==> config.mk <==
export PLATFORM = sky130hd
export DESIGN_NAME = size_capture
export DESIGN_NICKNAME = d
export VERILOG_FILES = /design/src/common/upload_pkg.sv /design/src/rtl/size_capture.sv
export SDC_FILE = /design/constraint.sdc
export NUM_CORES = 1
export LEC_CHECK = 0
export CAP_MARGIN = 20
export CORE_MARGIN = 10
export CORE_UTILIZATION = 60
export CTS_CLUSTER_SIZE = 25
export DETAILED_ROUTE_END_ITERATION = 7
export DONT_BUFFER_PORTS = 1
export PLACE_DENSITY = 0.73
export SLEW_MARGIN = 20
export SYNTH_ARGS = -nofsm -noshare
export SYNTH_HDL_FRONTEND = slang
export SYNTH_SLANG_ARGS = --single-unit
export TNS_END_PERCENT = 50
==> constraint.sdc <==
create_clock -name clk -period 2.7 [get_ports clk]
set_clock_uncertainty 0.05 [all_clocks]
set_input_delay 0.405 -clock clk [delete_from_list [all_inputs] [get_ports clk]]
set_output_delay 0.405 -clock clk [all_outputs]
set_load 0.005 [all_outputs]
==> src/common/upload_pkg.sv <==
package upload_pkg;

   localparam int ddr_addr_w = 28;
   localparam int ram_addr_w = 27;
   localparam int hdr_len    = 16;
   localparam int unit_shift = 14;                        // 16 KiB region units

   localparam logic [23:0] magic = "MSX";

   typedef enum logic [2:0] {
      st_idle, st_clean, st_read_hdr, st_check_hdr, st_fill, st_store
   } seq_state_t;

   typedef enum logic [2:0] {
      pat_copy, pat_ones, pat_zeros, pat_alt_lo, pat_alt_hi, pat_half
   } pattern_t;

   typedef struct packed {
      logic                  download;
      logic [5:0]            index;
      logic [ram_addr_w-1:0] addr;
   } ioctl_t;

   typedef struct packed {
      logic                  ce;
      logic [ram_addr_w-1:0] addr;
      logic [7:0]            din;
   } ram_wr_t;

   typedef struct packed {
      logic [10:0] size_units;
      pattern_t    pattern;
      logic        rom;
   } region_t;

endpackage

==> src/rtl/size_capture.sv <==
`timescale 1ns/1ps

module size_capture (
   input  logic                              clk,
   input  logic                              rst_n,
   input  upload_pkg::ioctl_t                ioctl,
   input  logic                              reload,
   output logic                              load,
   output logic [upload_pkg::ram_addr_w-1:0] stream_size
);

   logic download_q;
   logic download_end;

   // Config stream is download index 1
   assign download_end = download_q && !ioctl.download && ioctl.index == 6'd1;

   always_ff @(posedge clk) begin
      if (!rst_n) begin
         download_q  <= 1'b0;
         load        <= 1'b0;
         stream_size <= '0;
      end else begin
         download_q <= ioctl.download;
         load       <= reload;
         if (download_end) begin
            stream_size <= ioctl.addr;
            load        <= 1'b1;
         end
      end
   end

endmodule

After elaboration in Yosys (flattened, before gate mapping)
Index checks and enable logic that the tools add are counted.
{ "op_classes": {"reduce_logical": 3, "mux": 1, "eq_ne": 1} }
{ "op_table": {"columns": ["operator", "n"], "rows": [
  ["$eq 6x1->1 const B", 1],
  ["$logic_and 1x1->1", 2],
  ["$logic_not 1->1", 1],
  ["$mux 1", 1]
]} }
{ "totals": {"regBits": 29, "inputBits": 37, "wordCells": 8} }

Depth between registers and ports, before layout
{ "logic_depth": {"depth_word": 4, "depth_mapped": 5, "ltp_nobuf": 3} }

Worst setup path after synthesis
Ideal clock, no wire load.
{ "synth_timing": {"path_kind": "input port to flip-flop", "start": "input ioctl[32] in the netlist's numbering", "end": "register stream_size[10] in the netlist's numbering", "n_path_buf": 2, "required_time_ns": 2.578, "slack_ns": 1.262, "cell_stages": 5, "arrival_ns": 1.317, "cell_sequence": "nor4b_2 -> and4b_1 -> buf_6 -> buf_12 -> mux2i_1"} }
{ "synth_via": {"elab_chain_len": 2} }
{ "synth_lines": {"columns": ["item", "line", "source"], "rows": [
  ["start, declared", "size_capture.sv:6", "input upload_pkg::ioctl_t ioctl,"],
  ["$eq 6x1->1", "size_capture.sv:16", "assign download_end = download_q && !ioctl.download && ioctl.index == 6'd1;"],
  ["$logic_and 1x1->1", "size_capture.sv:16", null],
  ["end signal, assigned", "size_capture.sv:27", "stream_size <= ioctl.addr;"],
  ["end, declared", "size_capture.sv:9", "output logic [upload_pkg::ram_addr_w-1:0] stream_size"]
]} }
Every way passes these cells.
A chain may end at the register's enable or synchronous reset.

Worst setup path in the final report
{ "layout_timing": {"start": "input ioctl[32] in the netlist's numbering", "end": "register stream_size[8] in the netlist's numbering"} }
The elaborated chain is that of the path after synthesis.

==> summary.md <==
| Metric | Value |
|---|---|
| Int Power | `540.7 uW` |
| Mapped Area | `1171 um2` |
| CTS Buf Count | `5` |
| Final hold violation count | `0` |
| Synth top area cells | `dfxtp_1 (50%), mux2i_1 (23%), nand2_1 (17%), buf_12 (3.4%), clkbuf_1 (1.3%)` |
| Slew headroom | `46.44%` |
| FF-to-FF Start | `download_q$_SDFF_PN0_` |
| Most frequent cell after synthesis | `nand2_1` |
| Register area share after synthesis | `49.57%` |
| Layout Nets | `159` |
| Share of cells above drive strength 1 | `5.691%` |
| Critical path peak fanout | `28` |
| First-pass DRT Iterations | `2` |
| Crit path cell chain | `nor4b_2 -> and4b_2 -> mux2i_1` |
| Worst hold path depth | `1` |
| Clock Latency Late Sink | `0.30 ns` |
| Synth async-reset ratio | `0%` |
| GP Congestion | `0.5998` |
| Max_cap viols | `0` |
| Die X | `64.18 um` |
| LEAKAGE | `0.0004055 uW` |
| Filler instances | `162` |
| IO Port Bufs | `0` |
| H-tree depth | `2` |
| Unrepaired setup endpoints after global routing | `false` |
| Reg area | `580.6 um2` |
| Diodes inserted | `0` |
| Fmax | `642.7 MHz` |
| Stages on the worst setup path | `3` |
| Drt wl/cell | `16.57 um` |
| Residual DRC count | `0` |
| Sw frac | `19.46%` |
| Fin crit share | `57.63%` |
| IO Pins | `65` |
| Yosys warns | `0` |
| Gates resized, CTS repair | `0` |
| Startpoint Class | `primary input` |
| FF-to-FF path depth | `2` |
| Reg2Reg Setup Slack | `1.20 ns` |
| Detailed Place HPWL | `1.915 mm` |
| Sequential share of power | `64.1%` |
| Synth Flop Type | `dfxtp_1` |
| VDD IR max | `375.4 uV` |
| Number of global-route vias before repair | `819` |
| DR vias | `796` |
| Unique masters post-synth | `13` |
| Max incr delay on CP | `0.80 ns` |
| CTS clk-pin slew, worst paths | `0.08 ns` |
| Cell taking the most area after synthesis | `dfxtp_1` |
| # clock sinks | `29` |
| Starting density of the core | `65.68%` |
| Tightest Pin Transition | `0.8034 ns` |
| Core area | `1783 um2` |
| Hold_buf cts | `0` |
| Vias per cell | `5.378` |
| WP data arrival | `1.73 ns` |
| Final setup vio count | `0` |
| Combinational fraction of design power | `2.1%` |
| FP Rows | `15` |
| Commonest cells post-synth | `nand2_1 (54), dfxtp_1 (29), mux2i_1 (27)` |
| P&R area growth vs syn | `0.5343%` |
| PwrDens | `570.1 nW/um2` |
| Post-synthesis cell count | `124` |
| Die Y | `64.18 um` |
| Multi-input logic area | `516.7 um2` |
| Worst r2r dst | `stream_size[8]$_SDFFE_PN0P_` |
| P_sw | `130.6 uW` |
| Routed WL | `2.452 mm` |
| Clock network power share | `33.8%` |
| Hold crit path type | `primary input to flip-flop` |
| Yosys top cell area share | `49.57%` |
| Tot Pwr | `671.3 uW` |
| Post-CTS setup buffers | `0` |
| Initial drt markers | `43` |
| Number of synthesized flops with an enable pin | `0` |
| Crit. End Element | `flip-flop` |
| Global-route wire length before repair | `3.953 mm` |
| Largest net degree at the start of global routing | `57` |
| Crit path required time | `2.87 ns` |
| TNS Setup | `0 ns` |
| Gr ovfl total | `0` |
| Run status | `complete, no violations` |
| Post-layout min period | `1.556 ns` |
| CP top delay family | `simple AND/OR/NAND/NOR gates` |
| Synth Net Count | `161` |
| Worst path slowest cell | `and4b_2` |
| GRT Total Usage | `11.99%` |
| Root Driver | `clkbuf_4` |
| Clock tree buffer depth | `2` |
| Antenna violations before repair | `0` |
| Hold_sp | `ioctl[33]` |
| TritonCTS clock tree | `yes` |
| WP buf/inv | `0` |
| #FFs+latches synth | `29` |
| Mapped Avg Cell Area | `9.445 um2` |
| Critical path class | `primary input to flip-flop` |
| WHS Endpoint | `download_q$_SDFF_PN0_` |
| Die area | `4119 um2` |
| Fin. max-slew vios | `0` |
| Routed Antenna Nets | `0` |
cells in the final DEF, fill, tap and decap left out:
master,n
o21a_1,1
clkbuf_1,3
clkbuf_4,5
and2_1,1
and4b_2,1
nor4b_2,1
mux2i_1,27
nor2_1,1
dfxtp_1,29
nand2_1,54
cell type report:
| class | count | share of cell area (%) |
|---|---|---|
| Sequential cell | 29 | 49.31 |
| Tap cell | 25 | 2.657 |
| Clock buffer | 8 | 4.145 |
| Multi-Input combinational cell | 86 | 43.89 |
through the flow:
step | hold WS (ns) | cells | util [%] | cell area (um2) | worst slack (ns)
6_report | 0.1715 | 148 | 66.04 | 1177 | 1.144
3_3_place_gp | 0.4198 | 140 | 63.30 | 1129 | 0.8673
2_1_floorplan | 0.4011 | 124 | - | 1171 | 1.262
5_1_grt | 0.1366 | 148 | 66.04 | 1177 | 1.075
4_1_cts | 0.1604 | 148 | 66.04 | 1177 | 1.135
3_5_place_dp | 0.4282 | 140 | 63.30 | 1129 | 0.8113
worst max path at each step:
stage,start,end,slack (ns)
finish,ioctl[32],stream_size[8]$_SDFFE_PN0P_,1.14
global route,ioctl[32],stream_size[8]$_SDFFE_PN0P_,1.08
CTS,ioctl[32],stream_size[8]$_SDFFE_PN0P_,1.14
detailed placement,ioctl[32],stream_size[9]$_SDFFE_PN0P_,0.81
global placement,ioctl[32],stream_size[1]$_SDFFE_PN0P_,0.87
floorplan,ioctl[32],stream_size[10]$_SDFFE_PN0P_,1.26
registers in the layout, summed over array words and instances (netlist names):
name and flops:
download_q 1, stream_size 27, load 1
per-layer routing:
metal  up-vias  part of all wire (%)  GRT usage [%]
li1        398                     -              -
met1       351                    36          12.36
met2        45                    48          17.41
met3         2                    16          10.63
met4         0                  0.37          4.011
met5         -                     0              0
power groups by stage:
stage / logic, uW / clock network, uW / registers (uW)
4_1_cts: 14.4 / 237 / 430
3_5_place_dp: 14.4 / 0 / 440
6_report: 14.1 / 227 / 430
5_1_grt: 16.7 / 266 / 431
2_1_floorplan: 23.0 / 0 / 440
3_3_place_gp: 13.2 / 0 / 440
cells by family (layout without fill, tap and decap cells):
logic type | count (synthesis) | count (layout) | share of synthesized area (%)
and+or+nand+nor | 58 | 58 | 20.30
muxes | 27 | 27 | 23.08
buffers and inverters | 9 | 8 | 6.409
AOI/OAI and AO/OA | 1 | 1 | 0.6413
DFF | 29 | 29 | 49.57
(Power assumes the default switching activity.)
