$ cat config.mk
export PLATFORM = sky130hd
export DESIGN_NAME = ddr_byte_reader
export DESIGN_NICKNAME = d
export VERILOG_FILES = /design/src/common/upload_pkg.sv /design/src/rtl/ddr_byte_reader.sv
export SDC_FILE = /design/constraint.sdc
export NUM_CORES = 1
export LEC_CHECK = 0
export BUFFER_PORTS_ARGS = -buffer_cell sky130_fd_sc_hd__buf_2
export CORE_MARGIN = 2
export CORE_UTILIZATION = 42
export CTS_BUF_LIST = sky130_fd_sc_hd__clkbuf_8 sky130_fd_sc_hd__clkbuf_16
export CTS_CLUSTER_SIZE = 12
export DETAILED_ROUTE_END_ITERATION = 12
export PLACE_DENSITY = 0.67
export SLEW_MARGIN = 15
export SYNTH_ARGS = -nofsm -noshare
export SYNTH_HDL_FRONTEND = slang
export SYNTH_SLANG_ARGS = --single-unit
export TNS_END_PERCENT = 30
$ cat constraint.sdc
create_clock -name clk -period 4.5 [get_ports clk]
set_input_delay 0.225 -clock clk [delete_from_list [all_inputs] [get_ports clk]]
set_output_delay 0.225 -clock clk [all_outputs]
set_load 0.05 [all_outputs]
$ cat src/common/upload_pkg.sv
package upload_pkg;

   localparam int ddr_addr_w = 28;
   localparam int ram_addr_w = 27;
   localparam int hdr_len    = 16;
   localparam int unit_shift = 14;                        // 16 KiB region units

   localparam logic [23:0] magic = "MSX";

   typedef enum logic [2:0] {
      st_idle, st_clean, st_read_hdr, st_check_hdr, st_fill, st_store
   } seq_state_t;

   typedef enum logic [2:0] {
      pat_copy, pat_ones, pat_zeros, pat_alt_lo, pat_alt_hi, pat_half
   } pattern_t;

   typedef struct packed {
      logic                  download;
      logic [5:0]            index;
      logic [ram_addr_w-1:0] addr;
   } ioctl_t;

   typedef struct packed {
      logic                  ce;
      logic [ram_addr_w-1:0] addr;
      logic [7:0]            din;
   } ram_wr_t;

   typedef struct packed {
      logic [10:0] size_units;
      pattern_t    pattern;
      logic        rom;
   } region_t;

endpackage

$ cat src/rtl/ddr_byte_reader.sv
`timescale 1ns/1ps

module ddr_byte_reader (
   input  logic                              clk,
   input  logic                              rst_n,
   input  logic                              addr_clear,
   input  logic                              hdr_rd,
   input  logic                              fill_rd,
   input  logic                              ddr3_ready,
   input  logic [7:0]                        ddr3_dout,
   output logic [upload_pkg::ddr_addr_w-1:0] ddr3_addr,
   output logic                              ddr3_rd,
   output logic                              byte_valid,
   output logic [7:0]                        rd_byte
);

   logic pending;
   logic data_back;

   // Data is there once ready returns with the strobe already dropped
   assign data_back = pending && !ddr3_rd && ddr3_ready;

   always_ff @(posedge clk) begin
      if (!rst_n) begin
         ddr3_addr  <= '0;
         ddr3_rd    <= 1'b0;
         pending    <= 1'b0;
         byte_valid <= 1'b0;
      end else begin
         byte_valid <= 1'b0;
         if (ddr3_rd && ddr3_ready) begin
            ddr3_rd   <= 1'b0;
            ddr3_addr <= ddr3_addr + 1'b1;
         end else if (data_back) begin
            pending    <= 1'b0;
            byte_valid <= 1'b1;
         end else if (!pending && (hdr_rd || fill_rd)) begin
            ddr3_rd <= 1'b1;                              // Peers never ask together
            pending <= 1'b1;
         end
         if (addr_clear) begin
            ddr3_addr <= '0;
         end
      end
   end

   always_ff @(posedge clk) begin
      if (data_back) begin
         rd_byte <= ddr3_dout;
      end
   end

   // A peer asks again only after its byte came back
   a_one_read: assert property (@(posedge clk) disable iff (!rst_n)
      (hdr_rd || fill_rd) |-> !pending && !(hdr_rd && fill_rd));

endmodule

# After elaboration in Yosys (flattened, before gate mapping)
# Index checks and enable logic that the tools add are counted.
# Widths: inputs -> output; s select.
# totals
reg_bits	39
inputBits	14
output_inout_bits	38
elab_cells	24
# op_classes
addsub	1
muxes	3
bitwise_logic	3
n_reduce_logical	12
# op_table
cell	count
$add 28x1->28 const B	1
$logic_and 1x1->1	4
$reduce_and 2->1	2
$reduce_or 2->1	2
$mux 1	3
$not 1->1	3
$logic_not 1->1	2
$reduce_bool 2->1	1
$logic_or 1x1->1	1

# Logic depth before layout (Yosys ltp)
# Gate-level depths: netlist of the first run.
# depth
ltp_word	5
ltp_mapped	6
depth_no_buf	5

# Worst setup path after synthesis of the first run
# No wires, ideal clock.
# synth_path
path_type	flip-flop to flip-flop
startpoint	reg ddr3_addr[0] (netlist name)
endpoint	reg ddr3_addr[18] (netlist name)
setup_ns	0.070
t_arrival_ns	2.209
required_ns	4.430
setup_slack_ns	2.221
stages_incl_launch_ff	7
n_path_buf	1
synth_period_minus_slack_ns	2.279
path_cell_list	dfxtp_1 ha_1 nand4_2 or3_1 clkbuf_2 or4_1 a21oi_1
# synth_between
elab_chain_len	1
# synth_rtl
element	line	rtl
start: declaration	ddr_byte_reader.sv:11	output logic [upload_pkg::ddr_addr_w-1:0] ddr3_addr,
start signal: assignment	ddr_byte_reader.sv:33	ddr3_addr <= ddr3_addr + 1'b1;
$add 28x1->28	ddr_byte_reader.sv:33	
# Every way passes these cells.
# A chain may end at the register's enable or synchronous reset.

# Final worst setup path of the first run
# Same ends and word-level chain as after synthesis.

==> flow_summary_export.csv, run 1 <==
group,metric,value,unit
yosys,seq_area_frac_synth,49.7,%
finish,final_cell_mix,"51 x buf_2, 31 x dfxtp_1, 17 x nor2_1",
finish,num-fill-cells,378,
die,die_y,68.2,um
timing,maxSlewViolCount,0,
placement,placed_cell_area,2000,sq um
detailed_routing,ant_nets,0,
finish,design_area,2090,sq um
cts,postCtsResizedCells,0,
setup_path,path_cells,"ha_1, nand4_2, or3_1, or4_1, a21oi_1",
timing,final.min_clock_period,2040,ps
cts,clkSlewWorstSetupHoldPaths,70,ps
die,die_area,4650,sq um
finish,multi_input_area,810,sq um
finish,layout.nets,247,
yosys,syn_area,1730,sq um
setup_path,slowest_delay,530,ps
timing,worst_hold_slack,107,ps
cts,cts_hold_buf,0,
finish,seqCellArea,861,sq um
timing,tightest_slew,1060,ps
detailed_routing,avgViaCountPerCell,5.23,
timing,fin_skew,5.78,ps
global_routing,grt_pass1_wl,5820,um
setup_path,start_kind,"register",
cts,cts_tree,"done",
run_status,outcome,"completed",
setup_path,cpMaxStageDelayCell,"or3_1",
placement,dp_cells,275,
cts,clockBufferDepth,2,
finish,finalNonFillerCells,283,
yosys,synth_cells,182,
power_and_ir_drop,p_leak,0.801,nW
finish,drive_gt1_share,26.6,%
setup_path,worst_setup_path_end_kind,"register",
job,maxCapViolations,0,
timing,max_freq,0.491,GHz
setup_path,path_class,"reg2reg",
cts,cts_max_level,2,
power_and_ir_drop,power_density,309,nW/um^2
setup_path,critPathBufInv,0,
setup_path,critPathRequiredTime,4710,ps
power_and_ir_drop,vdd_drop_max,158,uV
timing,rsz0062_at_grt,"no",
die,initial_core_util,43.6,%
setup_path,ff2ff_setup_slack,2460,ps
yosys,synth_cell_types,36,
setup_path,cp_max_fo,9,
cts,clock_latency,290,ps
placement,place_ws,2460,ps
global_routing,grt_pass1_vias,1317,
finish,post-route-util,52.7,%
global_routing,grt_max_degree,28,
placement,port_buffers,51,
finish,diodes,0,
cts,clock-sinks,39,
hold_path,hold_class,"in2reg",
timing,slew_headroom,29.7,%
cts,cts_inserted_buffers,5,
setup_path,crit_family,"simple AND/OR/NAND/NOR gates",
placement,place_congestion,0.689,
setup_path,cp_data_arrival_time,2250,ps
timing,setup_viol,0,
yosys,synth-seq-cells,39,
placement,hpwl,2560,um
timing,setup_tns,0,ps
finish,syn2layout_area_growth,20.9,%
cts,cts_root_buf,"clkbuf_8",
die,rows,23,
detailed_routing,drt_iter0_markers,111,
finish,final_common_cell,"buf_2",
die,core,3970,sq um
global_routing,gr-usage-all-layers,16.8,%
yosys,postSynthAreaPerCell,9.51,sq um
cts,postCtsSetupBuffers,0,
global_routing,grt-ovfl-total,0,
detailed_routing,post-route-drc-count,0,
global_routing,antenna_found_initial,0,
die,ios,52,
detailed_routing,dr_total_vias,1480,
timing,hold_viol_final,0,
detailed_routing,wl,3510,um
yosys,syn_nets,197,
die,die_x,68.2,um
detailed_routing,wl_per_cell,12.4,um
timing,min_period_over_period,45.3,%
yosys,ys_warn_count,0,
timing,setup_ws,2460,ps
power_and_ir_drop,fin_total_pwr,647,uW
detailed_routing,drtPass1Iterations,4,
state kept, by name, summed over array words and instances, names as in the netlist:
register,count
byte_valid,1
ddr3_addr,28
ddr3_rd,1
pending,1
rd_byte,8
cells by family (layout without fill, tap and decap cells):
group,after synthesis,count (layout),share of synthesized area [%]
multiplexers,1,1,0.578
AND/OR/NAND/NOR,87,87,29.3
buffers and inverters,12,63,3.54
adder cells (fa/ha/maj),1,1,0.722
XOR/XNOR,12,12,6.07
AO/OA/AOI/OAI,30,30,10.0
flip-flops,39,39,49.7
layout make-up:
| type | count | area share (%) |
|---|---|---|
| well taps | 50 | 2.99 |
| clock buffers | 6 | 3.95 |
| multi-input cells | 131 | 38.7 |
| inverters | 4 | 0.717 |
| repair buffers | 51 | 12.2 |
| clock inverters | 2 | 0.359 |
| flip-flops and latches | 39 | 41.1 |
cells in the mapped netlist:
| cell | number | area (sq um) |
|---|---|---|
| a211oi_1 | 1 | 7.51 |
| xor2_1 | 4 | 35.0 |
| nand4_4 | 1 | 21.3 |
| and3_1 | 2 | 12.5 |
| o21ai_0 | 7 | 35.0 |
| xnor2_1 | 8 | 70.1 |
| clkbuf_2 | 1 | 5.00 |
| nor3_1 | 5 | 25.0 |
| o21a_1 | 1 | 7.51 |
| or3_1 | 5 | 31.3 |
| nand4_1 | 9 | 56.3 |
| and4_1 | 4 | 35.0 |
| nand2_1 | 13 | 48.8 |
| o311ai_0 | 1 | 8.76 |
| inv_1 | 4 | 15.0 |
| dfxtp_1 | 31 | 621 |
| nand2b_1 | 3 | 18.8 |
| a21oi_1 | 14 | 70.1 |
| nor2_1 | 17 | 63.8 |
| or4_4 | 1 | 11.3 |
| buf_6 | 1 | 11.3 |
| and2_1 | 1 | 6.26 |
| nand3_4 | 1 | 17.5 |
| mux2i_1 | 1 | 10.0 |
| edfxtp_1 | 8 | 240 |
| nor4_1 | 5 | 31.3 |
| buf_4 | 2 | 15.0 |
| or4_1 | 6 | 45.0 |
| nand4_2 | 1 | 12.5 |
| clkbuf_1 | 2 | 7.51 |
| or3_2 | 1 | 7.51 |
| nand3_1 | 9 | 45.0 |
| nor2b_1 | 3 | 18.8 |
| buf_1 | 2 | 7.51 |
| o31ai_1 | 6 | 45.0 |
| ha_1 | 1 | 12.5 |
worst register-to-register path, cell delays in order, from the launching register on:
cell     delay (ps)
dfxtp_1         390
ha_1            230
nand4_2         160
or3_1           540
or4_1           500
a21oi_1         140
path summary, 6_finish.rpt:
kind,start,to,cells after the start
min reg2reg,ddr3_addr[27]$_SDFFE_PP0P_,ddr3_addr[27]$_SDFFE_PP0P_,2
max,ddr3_addr[0]$_SDFFE_PP0P_,ddr3_addr[18]$_SDFFE_PP0P_,5
max reg2reg,ddr3_addr[0]$_SDFFE_PP0P_,ddr3_addr[18]$_SDFFE_PP0P_,5
min,ddr3_dout[1],rd_byte[1]$_DFFE_PP_,1
where the power goes:
part	internal, mW	total [mW]	leakage (nW)	switching (mW)
combinational	0.0123	0.0434	0.427	0.0310
clock	0.120	0.236	0.0500	0.115
sequential	0.363	0.368	0.323	0.00518
total	0.496	0.647	0.801	0.152
layer usage:
layer  global-route usage (%)  routed length [um]  up-vias
li1                         -                   -      768
met1                     21.8                1650      671
met2                     25.7                1580       35
met3                     5.10                 218        6
met4                     7.50                  63        0
met5                        0                   0        -
No activity file was read; power rests on OpenSTA's default activity.
==> run 2, diff against run 1 <==
clock period = 2 ns   (was 4.5 ns; I/O delays follow)
==> run 2 against run 1 <==
Net effect:
- die area unchanged
- utilization increased by 4.1 points
- clock power increased to 2.7 times the previous value
- combinational power increased to 2.7 times the previous value
- via count increased by 5.0%
- sequential share of layout area decreased by 2.0 points
- maximum frequency increased by 7.0%
- critical endpoint unchanged
- flip-flop and latch count unchanged
- global-route usage increased by 0.058 points
- highest routed layer unchanged
- clock-buffer cell count decreased by 1
- non-clock buffer count increased by 14
==> flow_summary_export.csv, run 2 (same netlist as run 1, synthesis figures left out) <==
group,metric,value,unit
finish,multi_input_area,810,sq um
setup_path,path_class,"reg2reg",
power_and_ir_drop,vdd_drop_max,308,uV
detailed_routing,dr_total_vias,1554,
detailed_routing,wl,3730,um
die,die_area,4650,sq um
power_and_ir_drop,p_leak,0.876,nW
die,initial_core_util,43.6,%
global_routing,grt_max_degree,17,
die,core,3970,sq um
cts,clock_latency,290,ps
setup_path,start_kind,"register",
cts,postCtsSetupBuffers,0,
setup_path,cp_max_fo,9,
finish,layout.nets,261,
finish,diodes,0,
cts,cts_root_buf,"clkbuf_8",
timing,setup_viol,0,
power_and_ir_drop,fin_total_pwr,1.57,mW
timing,maxSlewViolCount,0,
finish,finalNonFillerCells,297,
placement,place_congestion,0.699,
cts,cts_inserted_buffers,5,
timing,hold_viol_final,0,
cts,clkSlewWorstSetupHoldPaths,80,ps
finish,regMostFlops,"ddr3_addr",
finish,drive_gt1_share,34.0,%
finish,seqCellArea,883,sq um
global_routing,gr-usage-met2,28.3,%
die,rows,23,
run_status,outcome,"completed",
detailed_routing,post-route-drc-count,0,
die,ios,52,
hold_path,hold_class,"in2reg",
timing,final.min_clock_period,1900,ps
finish,syn2layout_area_growth,30.3,%
die,die_x,68.2,um
timing,slew_headroom,57.9,%
setup_path,cp_data_arrival_time,2120,ps
detailed_routing,ant_nets,0,
global_routing,use_met1,20.1,%
placement,dp_cells,282,
finish,final_common_cell,"buf_2",
setup_path,worst_setup_path_end_kind,"register",
cts,clockBufferDepth,2,
timing,worst_hold_slack,3.31,ps
finish,final_cell_mix,"51 x buf_2, 17 x nor2_1, 17 x dfxtp_1",
finish,largest_reg_flops,28,
global_routing,grt-ovfl-total,0,
timing,tightest_slew,631,ps
cts,clock-sinks,39,
timing,rsz0062_at_grt,"no",
die,die_y,68.2,um
finish,top_regs,"ddr3_addr x28, rd_byte x8",
timing,max_freq,0.526,GHz
global_routing,grt_pass1_vias,1391,
detailed_routing,drt_iter0_markers,71,
timing,setup_tns,0,ps
detailed_routing,avgViaCountPerCell,5.23,
placement,hpwl,2680,um
cts,cts_tree,"done",
finish,num-fill-cells,386,
global_routing,grt-busiest-layer,"met2",
timing,min_period_over_period,95.1,%
timing,fin_skew,10.5,ps
global_routing,met3_usage,5.10,%
job,maxCapViolations,0,
global_routing,grt_pass1_wl,5930,um
setup_path,critPathRequiredTime,2210,ps
global_routing,gr-usage-all-layers,16.9,%
power_and_ir_drop,power_density,697,nW/um^2
global_routing,antenna_found_initial,0,
detailed_routing,drtPass1Iterations,4,
placement,port_buffers,51,
detailed_routing,wl_per_cell,12.6,um
cts,cts_max_level,2,
[run 2: cell types whose count changed in the layout (fill, tap and decap cells not counted), moves of 2 or more]
cell           change
dfxtp_1           -14
dfxtp_2           +12
dfxtp_4            +2
buf_4              +7
dlygate4sd3_1      +7
[run 2: layout make-up]
class                      count  share of cell area [%]
clock inverter                 3                    1.72
multi-input combinational    131                    35.9
inverter                       4                   0.666
clock buffer                   5                    3.05
tap                           50                    2.77
timing repair buffer          65                    16.7
sequential                    39                    39.2
[run 2: final timing paths]
path,start,to,slack (ps),depth (start not counted)
worst min register to register,ddr3_addr[27]$_SDFFE_PP0P_,ddr3_addr[27]$_SDFFE_PP0P_,480,2
worst max register to register,ddr3_addr[0]$_SDFFE_PP0P_,ddr3_addr[18]$_SDFFE_PP0P_,100,5
worst min-delay path,ddr3_dout[2],rd_byte[2]$_DFFE_PP_,3,1
worst max-delay path,ddr3_addr[0]$_SDFFE_PP0P_,ddr3_addr[18]$_SDFFE_PP0P_,100,5
[run 2: report_power, final]
| group | switching, mW | internal (mW) | leakage [nW] |
|---|---|---|---|
| Sequential | 0.00776 | 0.815 | 0.331 |
| Combinational | 0.0767 | 0.0425 | 0.490 |
| Clock | 0.265 | 0.365 | 0.0556 |
[run 2: repair_timing]
item | CTS | global route
resized for setup | 0 | 0
hold endpoints to repair | 7 | 0
hold buffers | 7 | 0
[run 2: per-stage QoR]
step	area (sq um)	worst slack, ps	utilization, %
finish	2260	97.6	56.8
global route	2260	17.0	56.8
CTS	2260	94.7	56.8
detailed placement	2080	111	52.3
global placement	2080	141	52.3
floorplan	1750	-6.10	-
[run 2: per-layer routing]
layer,vias up,wire length (um)
li1,791,-
met1,719,1740
met2,42,1760
met3,2,202
met4,0,25
met5,-,0
[run 2: worst max-delay path: stages (launching register included)]
cell and delay [ps]:
dfxtp_4 360, ha_1 190, nand4_2 120, or3_1 510, or4_1 510, a21oi_1 150
==> run 3, diff against run 2 <==
ABC_AREA = 1   (was unset)
==> run 3 against run 2 <==
Net effect:
- setup slack gained 380 ps
- power grew 0.34%
- clock skew is 6.2 ps lower
- maximum frequency is 25% higher
- flip-flop and latch count stayed put
- sequential power about the same
- largest power group unchanged
- register-to-register slack better by 380 ps
- critical path type unchanged
==> flow_summary_export.csv, run 3 <==
group,metric,value,unit
detailed_routing,drt_iter0_markers,150,
finish,diodes,0,
finish,largest_reg_flops,28,
hold_path,hold_class,"in2reg",
cts,cts_hold_buf,7,
setup_path,cp_data_arrival_time,1710,ps
timing,fin_skew,4.26,ps
cts,cts_tree,"done",
setup_path,path_class,"reg2reg",
hold_path,hold_depth,3,
placement,dp_cells,343,
die,core,4290,sq um
cts,clkSlewWorstSetupHoldPaths,70,ps
detailed_routing,post-route-drc-count,0,
yosys,synth.most_common_cell,"nand2_1",
power_and_ir_drop,p_int,1.22,mW
timing,max_freq,0.657,GHz
finish,finalNonFillerCells,359,
detailed_routing,dr_total_vias,1725,
die,die_x,70.1,um
yosys,syn_area,1840,sq um
power_and_ir_drop,fin_total_pwr,1.58,mW
setup_path,worstReg2RegEnd,"ddr3_addr[19]$_SDFFE_PP0P_",
placement,placed_cell_area,2140,sq um
detailed_routing,avgViaCountPerCell,4.81,
timing,rsz0062_at_grt,"no",
setup_path,cp_max_fo,11,
job,maxCapViolations,0,
yosys,syn_nets,257,
yosys,synthFlopType,"dfxtp_1",
cts,clockBufferDepth,2,
setup_path,start_kind,"register",
power_and_ir_drop,p_clk_share,40.1,%
yosys,ys_warn_count,0,
detailed_routing,drtPass1Iterations,4,
hold_path,hp-start,"addr_clear",
cts,postCtsResizedCells,0,
global_routing,grt-ovfl-total,0,
timing,worst_hold_slack,78.3,ps
global_routing,grt_pass1_wl,7110,um
power_and_ir_drop,comb_power_share,7.8,%
yosys,synth_top_area_share,33.8,%
yosys,synth_cell_types,25,
global_routing,antenna_found_initial,0,
timing,final.min_clock_period,1520,ps
setup_path,worst_setup_path_end_kind,"register",
finish,design_area,2330,sq um
cts,cts_root_buf,"clkbuf_8",
placement,hpwl,3030,um
yosys,synth_cells,242,
cts,clock_latency,290,ps
timing,slew_headroom,67.9,%
die,ios,52,
power_and_ir_drop,vdd_drop_max,301,uV
finish,syn2layout_area_growth,26.9,%
cts,postCtsSetupBuffers,0,
run_status,outcome,"completed",
hold_path,min_to,"ddr3_addr[2]$_SDFFE_PP0P_",
finish,drive_gt1_share,25.4,%
detailed_routing,ant_nets,0,
die,initial_core_util,42.8,%
timing,min_period_over_period,76.2,%
cts,clock-sinks,39,
yosys,synthArstFlopShare,0,%
yosys,synth_edf_count,8,
global_routing,grt_max_degree,27,
power_and_ir_drop,seqPwrFrac,52.2,%
yosys,ys_top_cells_by_area,"dfxtp_1 34%, edfxtp_1 13%, nand2_1 10%",
yosys,postSynthAreaPerCell,7.59,sq um
finish,final_common_cell,"buf_2",
detailed_routing,wl,4130,um
die,rows,24,
yosys,seq_area_frac_synth,46.9,%
detailed_routing,wl_per_cell,11.5,um
die,die_y,70.1,um
yosys,yosys.area.top_type,"dfxtp_1",
cts,cts_inserted_buffers,5,
die,die_area,4920,sq um
setup_path,critPathRequiredTime,2190,ps
timing,setup_viol,0,
global_routing,grt_pass1_vias,1625,
timing,tightest_slew,480,ps
finish,final_cell_mix,"51 x buf_2, 50 x nand2_1, 49 x nor2_1",
timing,maxSlewViolCount,0,
setup_path,reg2reg_from,"ddr3_rd$_SDFFE_PP0P_",
power_and_ir_drop,power_density,677,nW/um^2
finish,top_regs,"ddr3_addr x28, rd_byte x8",
yosys,synth-seq-cells,39,
setup_path,reg2reg_depth,7,
power_and_ir_drop,p_leak,0.940,nW
placement,place_congestion,0.857,
placement,port_buffers,51,
global_routing,gr-usage-all-layers,18.0,%
yosys,synth_common_cells,"50 x nand2_1, 49 x nor2_1, 31 x dfxtp_1",
timing,hold_viol_final,0,
cts,cts_max_level,2,
setup_path,ff2ff_setup_slack,480,ps
power_and_ir_drop,p_sw_share,22.6,%
power_and_ir_drop,switchingPower,356,uW
finish,regMostFlops,"ddr3_addr",
timing,setup_tns,0,ps
finish,layout.nets,321,
run 3: worst max path at each step:
stage,depth (start not counted),start,slack (ps),end
3_5_place_dp,7,ddr3_rd$_SDFFE_PP0P_,470,ddr3_addr[19]$_SDFFE_PP0P_
5_1_grt,7,ddr3_rd$_SDFFE_PP0P_,270,ddr3_addr[19]$_SDFFE_PP0P_
2_1_floorplan,8,ddr3_addr[1]$_SDFFE_PP0P_,300,ddr3_addr[20]$_SDFFE_PP0P_
3_3_place_gp,7,ddr3_rd$_SDFFE_PP0P_,540,ddr3_addr[23]$_SDFFE_PP0P_
6_report,7,ddr3_rd$_SDFFE_PP0P_,480,ddr3_addr[19]$_SDFFE_PP0P_
4_1_cts,7,ddr3_rd$_SDFFE_PP0P_,470,ddr3_addr[19]$_SDFFE_PP0P_
run 3: cell families (layout without fill, tap and decap cells):
| kind of cell | after synthesis | after routing | synth area share, % |
|---|---|---|---|
| and+or+nand+nor | 146 | 146 | 37.5 |
| DFF | 39 | 39 | 46.9 |
| AOI/OAI and AO/OA | 27 | 27 | 7.90 |
| buffers and inverters | 27 | 92 | 6.06 |
| xor gates and xnor gates | 2 | 2 | 0.954 |
| adders and majority gates | 1 | 1 | 0.681 |
run 3: per-stage QoR:
step	setup WS, ps	utilization (%)
final	477	54.3
after global routing	272	54.3
after CTS	475	54.1
after detailed placement	473	49.9
after global placement	538	49.9
after floorplan	305	-
run 3: power groups by stage:
stage | sequential (mW) | clock, mW | combinational, mW
2_1_floorplan | 0.880 | 0 | 0.0406
3_3_place_gp | 0.840 | 0 | 0.109
3_5_place_dp | 0.841 | 0 | 0.110
4_1_cts | 0.822 | 0.645 | 0.121
5_1_grt | 0.824 | 0.681 | 0.132
6_report | 0.823 | 0.632 | 0.123
run 3: critical path, stage by stage (launching register included):
cell	delay, ps
dfxtp_1	350
nand2_1	290
nor2_4	310
nand4_2	150
nor2_1	160
nand2_1	60
nand2_1	50
nor2_1	40
run 3: final cells by class:
class | instances | area [sq um]
Fill cell | 429 | 1960
Timing Repair Buffer | 60 | 343
Multi-Input combinational cell | 176 | 865
Inverter | 24 | 90.1
Clock buffer | 5 | 68.8
Sequential cell | 39 | 861
Tap cell | 52 | 65.1
Clock inverter | 3 | 38.8
run 3: layer usage:
layer  share of wire (%)  wire (um)  GRT usage, %  up-vias
met5                   0          0             0        -
met4                 1.3         52          5.34        0
met3                 4.7        195          4.62        6
met2                  44       1800          28.5       44
met1                  50       2080          24.2      762
li1                    -          -             -      913
