`config.mk`:
```
export PLATFORM = sky130hd
export DESIGN_NAME = region_fill
export DESIGN_NICKNAME = d
export VERILOG_FILES = /design/src/common/upload_pkg.sv /design/src/common/slot_pkg.sv /design/src/loader/region_fill.sv
export SDC_FILE = /design/constraint.sdc
export NUM_CORES = 1
export LEC_CHECK = 0
export ABC_AREA = 1
export ABC_CLOCK_PERIOD_IN_PS = 4750
export BUFFER_PORTS_ARGS = -buffer_cell sky130_fd_sc_hd__buf_2
export CELL_PAD_IN_SITES_DETAIL_PLACEMENT = 1
export CELL_PAD_IN_SITES_GLOBAL_PLACEMENT = 2
export CORE_AREA = 2 2 299 301
export DETAILED_ROUTE_END_ITERATION = 12
export DIE_AREA = 0 0 301 303
export GPL_TIMING_DRIVEN = 0
export PLACE_DENSITY = 0.65
export SLEW_MARGIN = 5
export SYNTH_ARGS = -nofsm -noshare
export SYNTH_HDL_FRONTEND = slang
export SYNTH_SLANG_ARGS = --single-unit
```
`constraint.sdc`:
```
create_clock -name clk -period 4.75 [get_ports clk]
set_clock_uncertainty 0.05 [all_clocks]
set_input_delay 0.475 -clock clk [delete_from_list [all_inputs] [get_ports clk]]
set_output_delay 0.475 -clock clk [all_outputs]
set_load 0.005 [all_outputs]
```
`src/common/upload_pkg.sv`:
```
package upload_pkg;

   localparam int ddr_addr_w = 28;
   localparam int ram_addr_w = 27;
   localparam int hdr_len    = 16;
   localparam int unit_shift = 14;                        // 16 KiB region units

   localparam logic [23:0] magic = "MSX";

   typedef enum logic [2:0] {
      st_idle, st_clean, st_read_hdr, st_check_hdr, st_fill, st_store
   } seq_state_t;

   typedef enum logic [2:0] {
      pat_copy, pat_ones, pat_zeros, pat_alt_lo, pat_alt_hi, pat_half
   } pattern_t;

   typedef struct packed {
      logic                  download;
      logic [5:0]            index;
      logic [ram_addr_w-1:0] addr;
   } ioctl_t;

   typedef struct packed {
      logic                  ce;
      logic [ram_addr_w-1:0] addr;
      logic [7:0]            din;
   } ram_wr_t;

   typedef struct packed {
      logic [10:0] size_units;
      pattern_t    pattern;
      logic        rom;
   } region_t;

endpackage

```
`src/common/slot_pkg.sv`:
```
package slot_pkg;

   localparam int n_blocks = 64;                          // 4 slots x 4 subslots x 4 pages
   localparam int n_refs   = 16;

   typedef enum logic [7:0] {
      mapper_unused,
      mapper_none,
      mapper_ascii8,
      mapper_ascii16,
      mapper_konami,
      mapper_konami_scc
   } mapper_t;

   typedef enum logic [7:0] {
      dev_none,
      dev_fdc
   } mem_device_t;

   typedef enum logic [7:0] {
      id_none,
      id_rom,
      id_ram
   } data_id_t;

   typedef struct packed {
      mapper_t     mapper;
      mem_device_t device;
      logic [3:0]  ref_ram;
      logic [1:0]  offset_ram;
      logic        external;                              // No cartridges, stays 0
   } block_t;

   typedef struct packed {
      logic [26:0] addr;
      logic [15:0] size;                                  // In 16 KiB units
      logic        ro;
   } lookup_ram_t;

   typedef struct packed {
      logic [3:0]  slot_subslot;
      mapper_t     mapper;
      mem_device_t device;
      logic [7:0]  mode;
      logic [7:0]  param;
      data_id_t    data_id;
   } slot_rec_t;

endpackage

```
`src/loader/region_fill.sv`:
```
`timescale 1ns/1ps

module region_fill (
   input  logic                  clk,
   input  logic                  rst_n,
   input  logic                  load,
   input  logic                  fill_start,
   input  upload_pkg::region_t   region,
   input  logic                  byte_valid,
   input  logic [7:0]            rd_byte,
   input  logic                  sdram_ready,
   output logic                  fill_rd,
   output upload_pkg::ram_wr_t   ram,
   output logic                  sdram_rq,
   output logic                  fill_done,
   output logic [3:0]            ref_ram,
   output slot_pkg::lookup_ram_t lookup_ram [slot_pkg::n_refs]
);

   import upload_pkg::*;

   pattern_t    pattern;
   logic        active;
   logic        waiting;
   logic        got_byte;
   logic        ref_add;
   logic [24:0] remaining;
   logic [8:0]  offset;                                   // Byte offset modulo 512
   logic [7:0]  data_q;
   logic [7:0]  fill_byte;
   logic [3:0]  next_ref;

   // Index moves on only when the previous region wrote an entry
   assign next_ref = ref_ram + 4'(ref_add);

   always_comb begin
      case (pattern)
         pat_copy:   fill_byte = data_q;
         pat_ones:   fill_byte = 8'hff;
         pat_zeros:  fill_byte = 8'h00;
         pat_alt_lo: fill_byte = {8{offset[8] ~^ offset[1]}};
         pat_alt_hi: fill_byte = {8{offset[8] ~^ offset[0]}};
         pat_half:   fill_byte = {8{offset[7]}};
         default:    fill_byte = 8'hff;
      endcase
   end

   always_ff @(posedge clk) begin
      if (!rst_n || load) begin
         active   <= 1'b0;
         waiting  <= 1'b0;
         got_byte <= 1'b0;
         ref_add  <= 1'b0;
         ref_ram  <= '0;
         fill_rd  <= 1'b0;
         sdram_rq <= 1'b0;
         ram.ce   <= 1'b0;
         ram.addr <= '0;
         fill_done <= 1'b0;
      end else begin
         fill_rd   <= 1'b0;
         fill_done <= 1'b0;
         if (fill_start) begin
            pattern <= region.pattern;
            offset  <= '0;
            if (region.size_units == '0) begin
               fill_done <= 1'b1;                         // Empty region, no entry
            end else begin
               ref_ram              <= next_ref;
               ref_add              <= 1'b1;
               lookup_ram[next_ref] <= '{addr: ram.addr, size: 16'(region.size_units),
                                         ro: region.rom};
               remaining            <= 25'(region.size_units) << unit_shift;
               active               <= 1'b1;
               sdram_rq             <= 1'b1;
            end
         end else if (active) begin
            if (ram.ce) begin
               ram.ce    <= 1'b0;
               ram.addr  <= ram.addr + 1'b1;
               offset    <= offset + 1'b1;
               remaining <= remaining - 1'b1;
               if (remaining == 25'd1) begin
                  active    <= 1'b0;
                  sdram_rq  <= 1'b0;
                  fill_done <= 1'b1;
               end
            end else if (pattern != pat_copy || got_byte) begin
               if (sdram_ready) begin
                  ram.ce   <= 1'b1;
                  ram.din  <= fill_byte;
                  got_byte <= 1'b0;
               end
            end else if (!waiting) begin
               fill_rd <= 1'b1;
               waiting <= 1'b1;
            end else if (byte_valid) begin
               data_q   <= rd_byte;
               got_byte <= 1'b1;
               waiting  <= 1'b0;
            end
         end
      end
   end

endmodule

```
After elaboration in Yosys (flattened, before gate mapping) --
Cells that the tools add are included.
Cells by class: $add $sub $neg 4, $lt $le $gt $ge 2, equality and inequality tests 7, muxes and demuxes 34, bitwise operators 9, reduce and logical (&&, ||, !) cells 25
Operators by type and width (count):
- $bwmux W704 | 1
- $demux W44 S4 | 1
- $mux W25 | 4
- $mux W44 | 1
- $pmux W8 S5 | 1
- $add A27 B1 Y27 const B | 1
- $eq A25 B1 Y1 const B | 1
- $sub A25 B1 Y25 const B | 1
- $mux W1 | 24
- $mux W9 | 2
- $reduce_and A4 Y1 | 3
- $reduce_and A6 Y1 | 2
- $logic_not A11 Y1 | 1
- $reduce_bool A2 Y1 | 5
- $add A9 B1 Y9 const B | 1
- $reduce_and A3 Y1 | 3
- $reduce_and A7 Y1 | 1
- $eq A3 B2 Y1 const B | 2
- $eq A3 B3 Y1 const B | 2
- $not A1 Y1 | 6
- $reduce_and A2 Y1 | 3
- $ge A5 B5 Y1 const B | 1
- $lt A5 B1 Y1 const B | 1
- $not A4 Y5 | 1
- 9 further kinds | 12
Storage, ports and cells: register bits after elaboration 796, bits of input ports 29, output and inout bits 747, word-level logic and storage cells 144

Logic depth before layout (Yosys ltp) --
Gate-level depths: netlist of the first run.
word-level depth 7, gate-level depth with buffers 9, mapped depth without buffers 9

Worst setup path after synthesis of the first run --
Ideal clock, no wire load.
kind in2reg, start point in rst_n, end point reg lookup_ram[0] (netlist name) (enable), arrival 3904 ps, path slack 312 ps, cell stages on the path 7, buffers on the path 1, cells stage by stage inv_1 nor2_4 inv_2 nor2_2 nand2_1 buf_2 nor3_1
Between the ends: longest elaborated chain between the ends 4
RTL lines:
- from (decl) | RTL line region_fill.sv:5 | input logic rst_n,
- $logic_not A1 Y1 | RTL line region_fill.sv:49 | if (!rst_n || load) begin
- $logic_or A1 B1 Y1 | RTL line region_fill.sv:49
- $not A1 Y1 (no source line)
- $reduce_and A3 Y1 (no source line)
- to (signal, indexed assignment) | RTL line region_fill.sv:71 | lookup_ram[next_ref] <= '{addr: ram.addr, size: 16'(region.size_units),
- to (decl) | RTL line region_fill.sv:17 | output slot_pkg::lookup_ram_t lookup_ram [slot_pkg::n_refs]
No other way between the ends. A chain may end at the register's enable or synchronous reset.

Final worst setup path of the first run --
start point in region[9] (netlist name), end point reg lookup_ram[203] (netlist name) (enable)
Between the ends: longest elaborated chain between the ends 3
RTL lines:
- from (decl) | RTL line region_fill.sv:8 | input upload_pkg::region_t region,
- $logic_not A11 Y1 | RTL line region_fill.sv:66 | if (region.size_units == '0) begin
- $not A1 Y1 (no source line)
- $reduce_and A3 Y1 (no source line)
No other way between the ends.

==> flow_metrics.env, run 1 <==
export IMPL_outcome="finished, final reports clean"
export IMPL_numCtsBuffers=80
export IMPL_drive_above_1_share_pct=42.7
export IMPL_core_area_um2=88000
export IMPL_p_switching_mw=2.76
export IMPL_overflow=0
export IMPL_die_y_um=303
export IMPL_syn_inst=1317
export IMPL_place_congestion=0.789
export IMPL_grt_busiest_layer="met2"
export IMPL_relSlewSlack_pct=20.1
export IMPL_max_cap_violations=0
export IMPL_setup_viol=0
export IMPL_synth_largest_area_cell="edfxtp_1"
export IMPL_worstPathRequired_ps=5010
export IMPL_io_buffer_count=695
export IMPL_arrival_ps=3250
export IMPL_cp_slowest_cell="nor3_2"
export IMPL_initial_core_util_pct=27.4
export IMPL_worstSetupPathType="in2reg"
export IMPL_end_kind="register"
export IMPL_p_comb_share_pct=1.8
export IMPL_fmax_ghz=0.335
export IMPL_syn_area_per_cell_um2=18.3
export IMPL_power_internal_mw=10.5
export IMPL_hold_viol_final=0
export IMPL_clk_latency_ps=620
export IMPL_fin_ws_ps=1760
export IMPL_grt_first_pass_wirelength_mm=115
export IMPL_cts_root_buf="clkbuf_16"
export IMPL_nets=2280
export IMPL_finalCritPeriodShare_pct=62.8
export IMPL_cts_sinks=716
export IMPL_yosysTopAreaCellShare_pct=84.2
export IMPL_dpl_worst_slack_ps=962
export IMPL_seq_power_share_pct=51.8
export IMPL_cp_common_cell="nand2_1"
export IMPL_grtUsageMet3_pct=4.41
export IMPL_ys_seq_area_share_pct=87.5
export IMPL_rows=109
export IMPL_crit_path_max_incr_delay_ps=500
export IMPL_drtIter0Drc=1097
export IMPL_dp_hpwl_mm=61.6
export IMPL_slew_viol_final=0
export IMPL_crit_chain="buf_2, nor2_1, nand2_1, nor2_1, nand2_1, nand2_1, buf_2, nor3_2, buf_6, buf_6, buf_4, buf_4"
export IMPL_fin_total_pwr_mw=13.3
export IMPL_crit_path_max_fanout=18
export IMPL_p_clk_share_pct=46.3
export IMPL_fin_crit_ps=2990
export IMPL_p_leak_nw=12.0
export IMPL_start_kind="input port"
export IMPL_final_common_cell="buf_2"
export IMPL_critical_path_top_delay_family="buffers and inverters"
export IMPL_drc=0
export IMPL_io_pins=776
export IMPL_wl_mm=84.8
export IMPL_synthTopCellsByArea="edfxtp_1 84%, dfxtp_1 3.2%, buf_4 2.5%"
export IMPL_grt_usage_pct=17.7
export IMPL_synthDistinctLibCells=37
export IMPL_p_per_area_nw_per_um2=403
export IMPL_p_sw_share_pct=20.8
export IMPL_via_count=14900
export IMPL_antenna_found_initial=5
export IMPL_grt_start_max_net_pins=26
export IMPL_cts_tree="built"
export IMPL_grtUsageMet1_pct=20.9
export IMPL_final_cell_mix="696 x buf_2, 677 x edfxtp_1, 138 x nand2_1, 101 x buf_4, 95 x nor2_1"
export IMPL_cp_num_buf_inv=6
export IMPL_ys_ff_latch=716
export IMPL_syn_to_final_growth_pct=36.6
export IMPL_hold_class="in2reg"
export IMPL_first_global_vias=15200
export IMPL_syn_cell_area_um2=24100
export IMPL_ant_nets=0
export IMPL_clk_pin_slew_worst_paths_ps=60
export IMPL_wl_per_cell_um=24.4
export IMPL_rsz0062_at_grt="no"
export IMPL_yosysWarningCount=0
export IMPL_tightestPinTransition_ps=1200
export IMPL_die_width_um=301
export IMPL_cts_resized_gates=0
export IMPL_finalNonFillerCells=3475
export IMPL_max_vdd_ir_drop_uv=279
export IMPL_clockBufferDepth=3
export IMPL_use_met2_pct=31.3
export IMPL_viasPerCell=4.27
export IMPL_dpl_cell_count=3317
export IMPL_htreeDepth=3
export IMPL_dieArea_um2=91200
export IMPL_drtPass1Iterations=5
-- layer usage --
layer / vias to the layer above / routed length [µm]
li1: 6557 / -
met1: 7529 / 33200
met2: 636 / 43000
met3: 125 / 6030
met4: 6 / 2560
met5: - / 23
-- cells in the mapped netlist --
cell / instances
a21boi_0: 1
nand4_1: 16
or2_2: 2
inv_1: 62
dfxtp_1: 39
conb_1: 1
buf_1: 2
nor2_1: 103
nand2_2: 2
nor2_2: 4
a21oi_1: 39
xor2_1: 8
nor2_8: 1
a31oi_1: 1
inv_2: 4
nor2_4: 5
o22ai_1: 1
and3_1: 3
clkinv_1: 1
xnor2_1: 1
nor3b_1: 1
nand3b_1: 3
nand3_4: 2
nand2_1: 138
nand3_1: 54
o21bai_1: 3
nor3_1: 18
a211oi_1: 1
o21ai_0: 21
clkbuf_1: 6
edfxtp_1: 677
o21ai_1: 7
buf_4: 80
buf_2: 1
nor4_1: 1
ha_1: 6
o21a_1: 2
-- worst register-to-register path, cell delays in order (launching register included) --
cell and delay (ps):
dfxtp_1 330, ha_1 230, ha_1 190, xnor2_1 260
nand2_1 270, nor3_2 500, buf_6 220, buf_6 140
buf_4 220, buf_4 250
-- power by group through the flow --
stage / sequential (mW) / combinational (mW) / clock [mW]
floorplan: 7.02 / 0.126 / 0
global placement: 7.02 / 0.223 / 0
detailed placement: 7.02 / 0.238 / 0
CTS: 6.89 / 0.245 / 6.32
global route: 6.89 / 0.272 / 6.53
finish: 6.89 / 0.246 / 6.16
-- layout make-up --
class | count | area, µm²
sequential | 716 | 21100
antenna | 2 | 5.00
buffer | 89 | 636
clock inverter | 49 | 554
multi-input combinational | 524 | 2540
timing repair buffer | 767 | 4340
tap | 1165 | 1460
fill | 9257 | 55000
clock buffer | 96 | 2060
inverter | 67 | 251
-- worst paths after layout --
path,start,to,slack [ps],cells past startpoint
worst max-delay path,region[9],lookup_ram[203],1760,12
worst min-delay path,sdram_ready,ram[35],110,3
worst max register to register,ref_ram[0],lookup_ram[203],1790,9
worst min register to register,ref_add,ref_add,410,2
-- through the flow --
stage | hold slack, ps | cell area [µm²] | util (%) | setup TNS (ps)
global placement | 404 | 29400 | 33.4 | -1938300
CTS | 44.6 | 33000 | 37.5 | 0
floorplan | 371 | 24400 | - | 0
global route | 96.9 | 33000 | 37.5 | 0
finish | 105 | 33000 | 37.5 | 0
detailed placement | 411 | 30200 | 34.4 | 0
-- cell families (layout without fill, tap and decap cells) --
kind of cell    after synthesis  in the layout  share of synthesized area, %
simple gates                353            353                          6.55
buf+inv                     156           1068                          3.68
other cells                   1             82                        0.0155
fa+ha+maj                     6              6                         0.311
compound gates               76             76                          1.66
flops                       716            716                          87.5
xor+xnor                      9              9                         0.327
-- state kept, by name, summed over array words and instances (netlist names), 3 cells and up --
| register | count |
|---|---|
| ram | 36 |
| offset | 9 |
| data_q | 8 |
| remaining | 25 |
| ref_ram | 4 |
| lookup_ram | 624 |
| pattern | 3 |
-- what timing repair did --
| item | in CTS | in global routing |
|---|---|---|
| hold buffers | 11 | 0 |
| endpoints found under the hold margin | 11 | 0 |
| setup buffers | 0 | 0 |
(Power assumes the default switching activity.)
==> inputs of run 2 (changes only) <==
--- a/config.mk
+++ b/config.mk
@@ -6,15 +6,15 @@
 export NUM_CORES = 1
 export LEC_CHECK = 0
 export ABC_AREA = 1
-export ABC_CLOCK_PERIOD_IN_PS = 4750
+export ABC_CLOCK_PERIOD_IN_PS = 2700
 export BUFFER_PORTS_ARGS = -buffer_cell sky130_fd_sc_hd__buf_2
 export CELL_PAD_IN_SITES_DETAIL_PLACEMENT = 1
 export CELL_PAD_IN_SITES_GLOBAL_PLACEMENT = 2
-export CORE_AREA = 2 2 299 301
+export CORE_AREA = 2 2 304 306
 export DETAILED_ROUTE_END_ITERATION = 12
-export DIE_AREA = 0 0 301 303
+export DIE_AREA = 0 0 306 308
 export GPL_TIMING_DRIVEN = 0
-export PLACE_DENSITY = 0.65
+export PLACE_DENSITY = 0.66
 export SLEW_MARGIN = 5
 export SYNTH_ARGS = -nofsm -noshare
 export SYNTH_HDL_FRONTEND = slang
==> constraint.sdc (replaced) <==
create_clock -name clk -period 2.7 [get_ports clk]
set_clock_uncertainty 0.05 [all_clocks]
set_input_delay 0.27 -clock clk [delete_from_list [all_inputs] [get_ports clk]]
set_output_delay 0.27 -clock clk [all_outputs]
set_load 0.005 [all_outputs]
==> flow_metrics.env, run 2 (same netlist as run 1, synthesis figures left out) <==
export IMPL_outcome="finished, final reports clean"
export IMPL_dp_hpwl_mm=58.7
export IMPL_final_util_pct=36.7
export IMPL_critical_path_top_delay_family="simple AND/OR/NAND/NOR gates"
export IMPL_p_leak_nw=12.5
export IMPL_worstSetupPathType="reg2reg"
export IMPL_cts_sinks=716
export IMPL_wl_mm=82.8
export IMPL_crit_path_max_fanout=18
export IMPL_initial_core_util_pct=26.5
export IMPL_grt_first_pass_wirelength_mm=114
export IMPL_rsz0062_at_grt="no"
export IMPL_clk_latency_ps=640
export IMPL_start_kind="register"
export IMPL_max_vdd_ir_drop_uv=387
export IMPL_first_global_vias=15200
export IMPL_cp_num_buf_inv=1
export IMPL_cts_root_buf="clkbuf_16"
export IMPL_final_common_cell="buf_2"
export IMPL_numCtsBuffers=79
export IMPL_finalSetupTns_ps=0
export IMPL_largest_register="lookup_ram"
export IMPL_setup_viol=0
export IMPL_core_area_um2=91000
export IMPL_io_pins=776
export IMPL_largest_reg_flops=624
export IMPL_crit_chain="ha_1, ha_1, nor2_1, nand4_1, nor2_4, buf_12"
export IMPL_rows=111
export IMPL_final_cell_mix="696 x buf_2, 677 x edfxtp_1, 137 x nand2_1, 98 x buf_4, 95 x nor2_1"
export IMPL_via_count=14700
export IMPL_antenna_found_initial=5
export IMPL_cp_slowest_cell="nor2_4"
export IMPL_cts_tree="built"
export IMPL_hold_class="in2reg"
export IMPL_die_width_um=306
export IMPL_die_y_um=308
export IMPL_syn_to_final_growth_pct=38.4
export IMPL_wl_per_cell_um=23.6
export IMPL_arrival_ps=2880
export IMPL_multi_input_area_um2=2590
export IMPL_p_per_area_nw_per_um2=713
export IMPL_fin_crit_ps=2620
export IMPL_overflow=0
export IMPL_tightestPinTransition_ps=1270
export IMPL_reg_top3="lookup_ram: 624 flops, ram: 36 flops, remaining: 25 flops"
export IMPL_drtIter0Drc=964
export IMPL_worstPathRequired_ps=2960
export IMPL_max_cap_violations=0
export IMPL_n_fill_cell=9568
export IMPL_clk_pin_slew_worst_paths_ps=60
export IMPL_end_kind="register"
export IMPL_grt_start_max_net_pins=26
export IMPL_cp_common_cell="ha_1"
export IMPL_place_congestion=0.784
export IMPL_dieArea_um2=94200
export IMPL_drc=0
export IMPL_drtPass1Iterations=4
export IMPL_drive_above_1_share_pct=43.3
export IMPL_clockBufferDepth=3
export IMPL_grt_usage_pct=16.8
export IMPL_slew_viol_final=0
export IMPL_regArea_um2=21100
export IMPL_hold_viol_final=0
export IMPL_nets=2286
export IMPL_fmax_ghz=0.381
export IMPL_relSlewSlack_pct=15.2
export IMPL_viasPerCell=4.20
export IMPL_io_buffer_count=695
export IMPL_ant_nets=0
export IMPL_htreeDepth=3
export IMPL_crit_path_max_incr_delay_ps=510
export IMPL_finalCritPeriodShare_pct=97.2
-- run 2: metal layers --
layer  GRT usage [%]  routed length (µm)
met1            20.2               32800
met2            30.0               42400
met5               0                   0
met3            4.23                6050
met4            4.10                1510
-- run 2: worst paths after layout --
path / from / to / slack [ps] / cells past startpoint
hold / removal: load / ram[8] / 30 / 4
setup reg to reg: ref_ram[0] / lookup_ram[463] / 80 / 6
hold reg to reg: ref_add / ref_add / 420 / 2
setup / recovery: ref_ram[0] / lookup_ram[463] / 80 / 6
-- run 2: tightest hold or removal path: cells and delay by family --
kind / cells / cell delay, ps
and+or+nand+nor: 1 / 70
AOI/OAI and AO/OA: 2 / 200
buffers and inverters: 1 / 100
-- run 2: layout make-up --
cell class / instances / area share (%)
antenna: 4 / 0.0300
clock buffer: 87 / 6.01
timing repair buffer: 774 / 13.7
tap: 1186 / 4.44
inverter: 67 / 0.753
multi-input combinational: 524 / 7.77
sequential: 716 / 63.2
clock inverter: 58 / 2.17
buffer: 89 / 1.90
-- run 2: report_power, final --
part	internal [mW]	switching [mW]	leakage (nW)
logic	0.167	0.281	4.93
registers	12.1	0.0338	6.27
clock network	6.55	4.70	1.32
total	18.8	5.01	12.5
-- run 2: stage by stage --
stage               instance area [µm²]  setup slack [ps]  hold WS [ps]  total power, mW  instances
floorplan                         24500              -600           319             12.6       1396
global placement                  29500             -3900           401             12.8       3277
detailed placement                30300              -916           398             12.8       3320
CTS                               33400              25.2          1.35             24.0       3498
global route                      33400              1.80          21.6             24.5       3501
finish                            33400              76.0          31.5             23.8       3505
-- run 2: repair_timing --
item                                   CTS  global route
setup buffers                           14             3
setup endpoints to repair              147            65
hold buffers                            19             0
endpoints found under the hold margin   66             0
pin swaps                                7             3
gates resized for setup                  1             2
==> inputs of run 3 (changes only) <==
--- a/config.mk
+++ b/config.mk
@@ -13,7 +13,6 @@
 export CORE_AREA = 2 2 304 306
 export DETAILED_ROUTE_END_ITERATION = 12
 export DIE_AREA = 0 0 306 308
-export GPL_TIMING_DRIVEN = 0
 export PLACE_DENSITY = 0.66
 export SLEW_MARGIN = 5
 export SYNTH_ARGS = -nofsm -noshare
==> flow_metrics.env, run 3 (same netlist as run 1, synthesis figures left out) <==
export IMPL_htreeDepth=3
export IMPL_first_global_vias=14900
export IMPL_finalNonFillerCells=3448
export IMPL_final_common_cell="buf_2"
export IMPL_setup_viol=0
export IMPL_clockBufferDepth=3
export IMPL_place_congestion=0.792
export IMPL_ant_nets=0
export IMPL_start_kind="register"
export IMPL_drtIter0Drc=1078
export IMPL_cts_tree="built"
export IMPL_largest_reg_flops=624
export IMPL_relSlewSlack_pct=36.7
export IMPL_finalCritPeriodShare_pct=96.0
export IMPL_arrival_ps=2830
export IMPL_largest_register="lookup_ram"
export IMPL_viasPerCell=4.26
export IMPL_antenna_cells=0
export IMPL_wl_mm=85.1
export IMPL_crit_path_max_fanout=34
export IMPL_io_pins=776
export IMPL_dpl_cell_count=3270
export IMPL_max_vdd_ir_drop_uv=442
export IMPL_core_area_um2=91000
export IMPL_via_count=14700
export IMPL_tightestPinTransition_ps=947
export IMPL_die_y_um=308
export IMPL_worstSetupPathType="reg2reg"
export IMPL_clk_pin_slew_worst_paths_ps=60
export IMPL_numCtsBuffers=76
export IMPL_rows=111
export IMPL_worstPathRequired_ps=2940
export IMPL_io_buffer_count=695
export IMPL_p_leak_nw=12.1
export IMPL_syn_to_final_growth_pct=35.5
export IMPL_grt_usage_pct=17.4
export IMPL_end_kind="register"
export IMPL_final_cell_mix="695 x buf_2, 677 x edfxtp_1, 138 x nand2_1, 94 x nor2_1, 82 x buf_4"
export IMPL_wl_per_cell_um=24.7
export IMPL_fin_total_pwr_mw=23.3
export IMPL_initial_core_util_pct=26.5
export IMPL_overflow=0
export IMPL_cts_root_buf="clkbuf_16"
export IMPL_grt_first_pass_wirelength_mm=116
export IMPL_antenna_found_initial=3
export IMPL_nets=2234
export IMPL_drtPass1Iterations=5
export IMPL_cts_sinks=716
export IMPL_outcome="finished, final reports clean"
export IMPL_hold_slack_ps=70.7
export IMPL_p_per_area_nw_per_um2=711
export IMPL_hold_viol_final=0
export IMPL_die_width_um=306
export IMPL_slew_viol_final=0
export IMPL_max_cap_violations=0
export IMPL_rsz0062_at_grt="yes"
export IMPL_fmax_ghz=0.386
export IMPL_clk_latency_ps=620
export IMPL_reg_top3="lookup_ram: 624 flops, ram: 36 flops, remaining: 25 flops"
export IMPL_dp_hpwl_mm=59.1
export IMPL_grt_start_max_net_pins=40
export IMPL_drc=0
export IMPL_fin_crit_ps=2590
export IMPL_drive_above_1_share_pct=42.0
export IMPL_dieArea_um2=94200
export IMPL_hold_class="in2reg"
==> run 3: cell types whose count changed in the layout (fill, tap and decap cells not counted), sizes merged <==
cell         before  now
inv              71   72
bufinv           11   10
nor2            113  114
clkinvlp          6    2
dlygate4sd3      19   13
buf             838  799
diode             4    0
clkinv           37   32
==> run 3: worst paths after layout <==
path	startpoint	to	slack [ps]	cells after the start
max	ref_ram[0]	lookup_ram[451]	110	8
min	byte_valid	got_byte	70	5
max reg2reg	ref_ram[0]	lookup_ram[451]	110	8
min reg2reg	ram[18]	ram[18]	420	2
==> run 3: where the power goes <==
group | switching, mW | internal [mW]
combinational | 0.269 | 0.108
sequential | 0.0297 | 12.1
clock | 4.50 | 6.26
==> run 3: per-stage QoR <==
step	worst slack (ps)	setup TNS [ps]	cell area, µm²	util, %
final	108	0	32700	35.9
after floorplan	-600	-187240	24500	-
after global placement	7.70	0	29700	32.6
after CTS	-32.8	-411	32500	35.7
after detailed placement	-152	-5460	29700	32.6
after global routing	-97.0	-1680	32700	35.9
==> run 3: worst max-delay path: stages, from the launching register on <==
cell and delay (ps):
dfxtp_2 330, ha_2 200, ha_4 160, xnor2_1 140, inv_1 130, nand2_1 320
buf_4 290, nor2_4 270, buf_12 310
==> run 3: layer usage <==
layer / vias up / GRT usage (%) / share of wire [%]
met3: 120 / 4.58 / 7.5
met1: 7422 / 21.6 / 40
li1: 6465 / - / -
met5: - / 0 / 0.011
met4: 2 / 5.13 / 2.6
met2: 687 / 29.7 / 49
==> run 3: cell type report <==
class                   instances  area [µm²]
clock buffers                  92        1970
clock inverters                49         598
fillers                      9611       58300
inverters                      67         251
multi-input cells             525        2620
flip-flops and latches        716       21100
well taps                    1186        1480
repair buffers                813        4660
==> run 3: repair_timing <==
item	4_1_cts	5_1_grt
hold buffers	13	0
endpoints found under the setup margin	111	187
pin swaps	4	5
buffers inserted	6	17
hold endpoints to repair	28	0
gates cloned	1	0
resized for setup	3	7
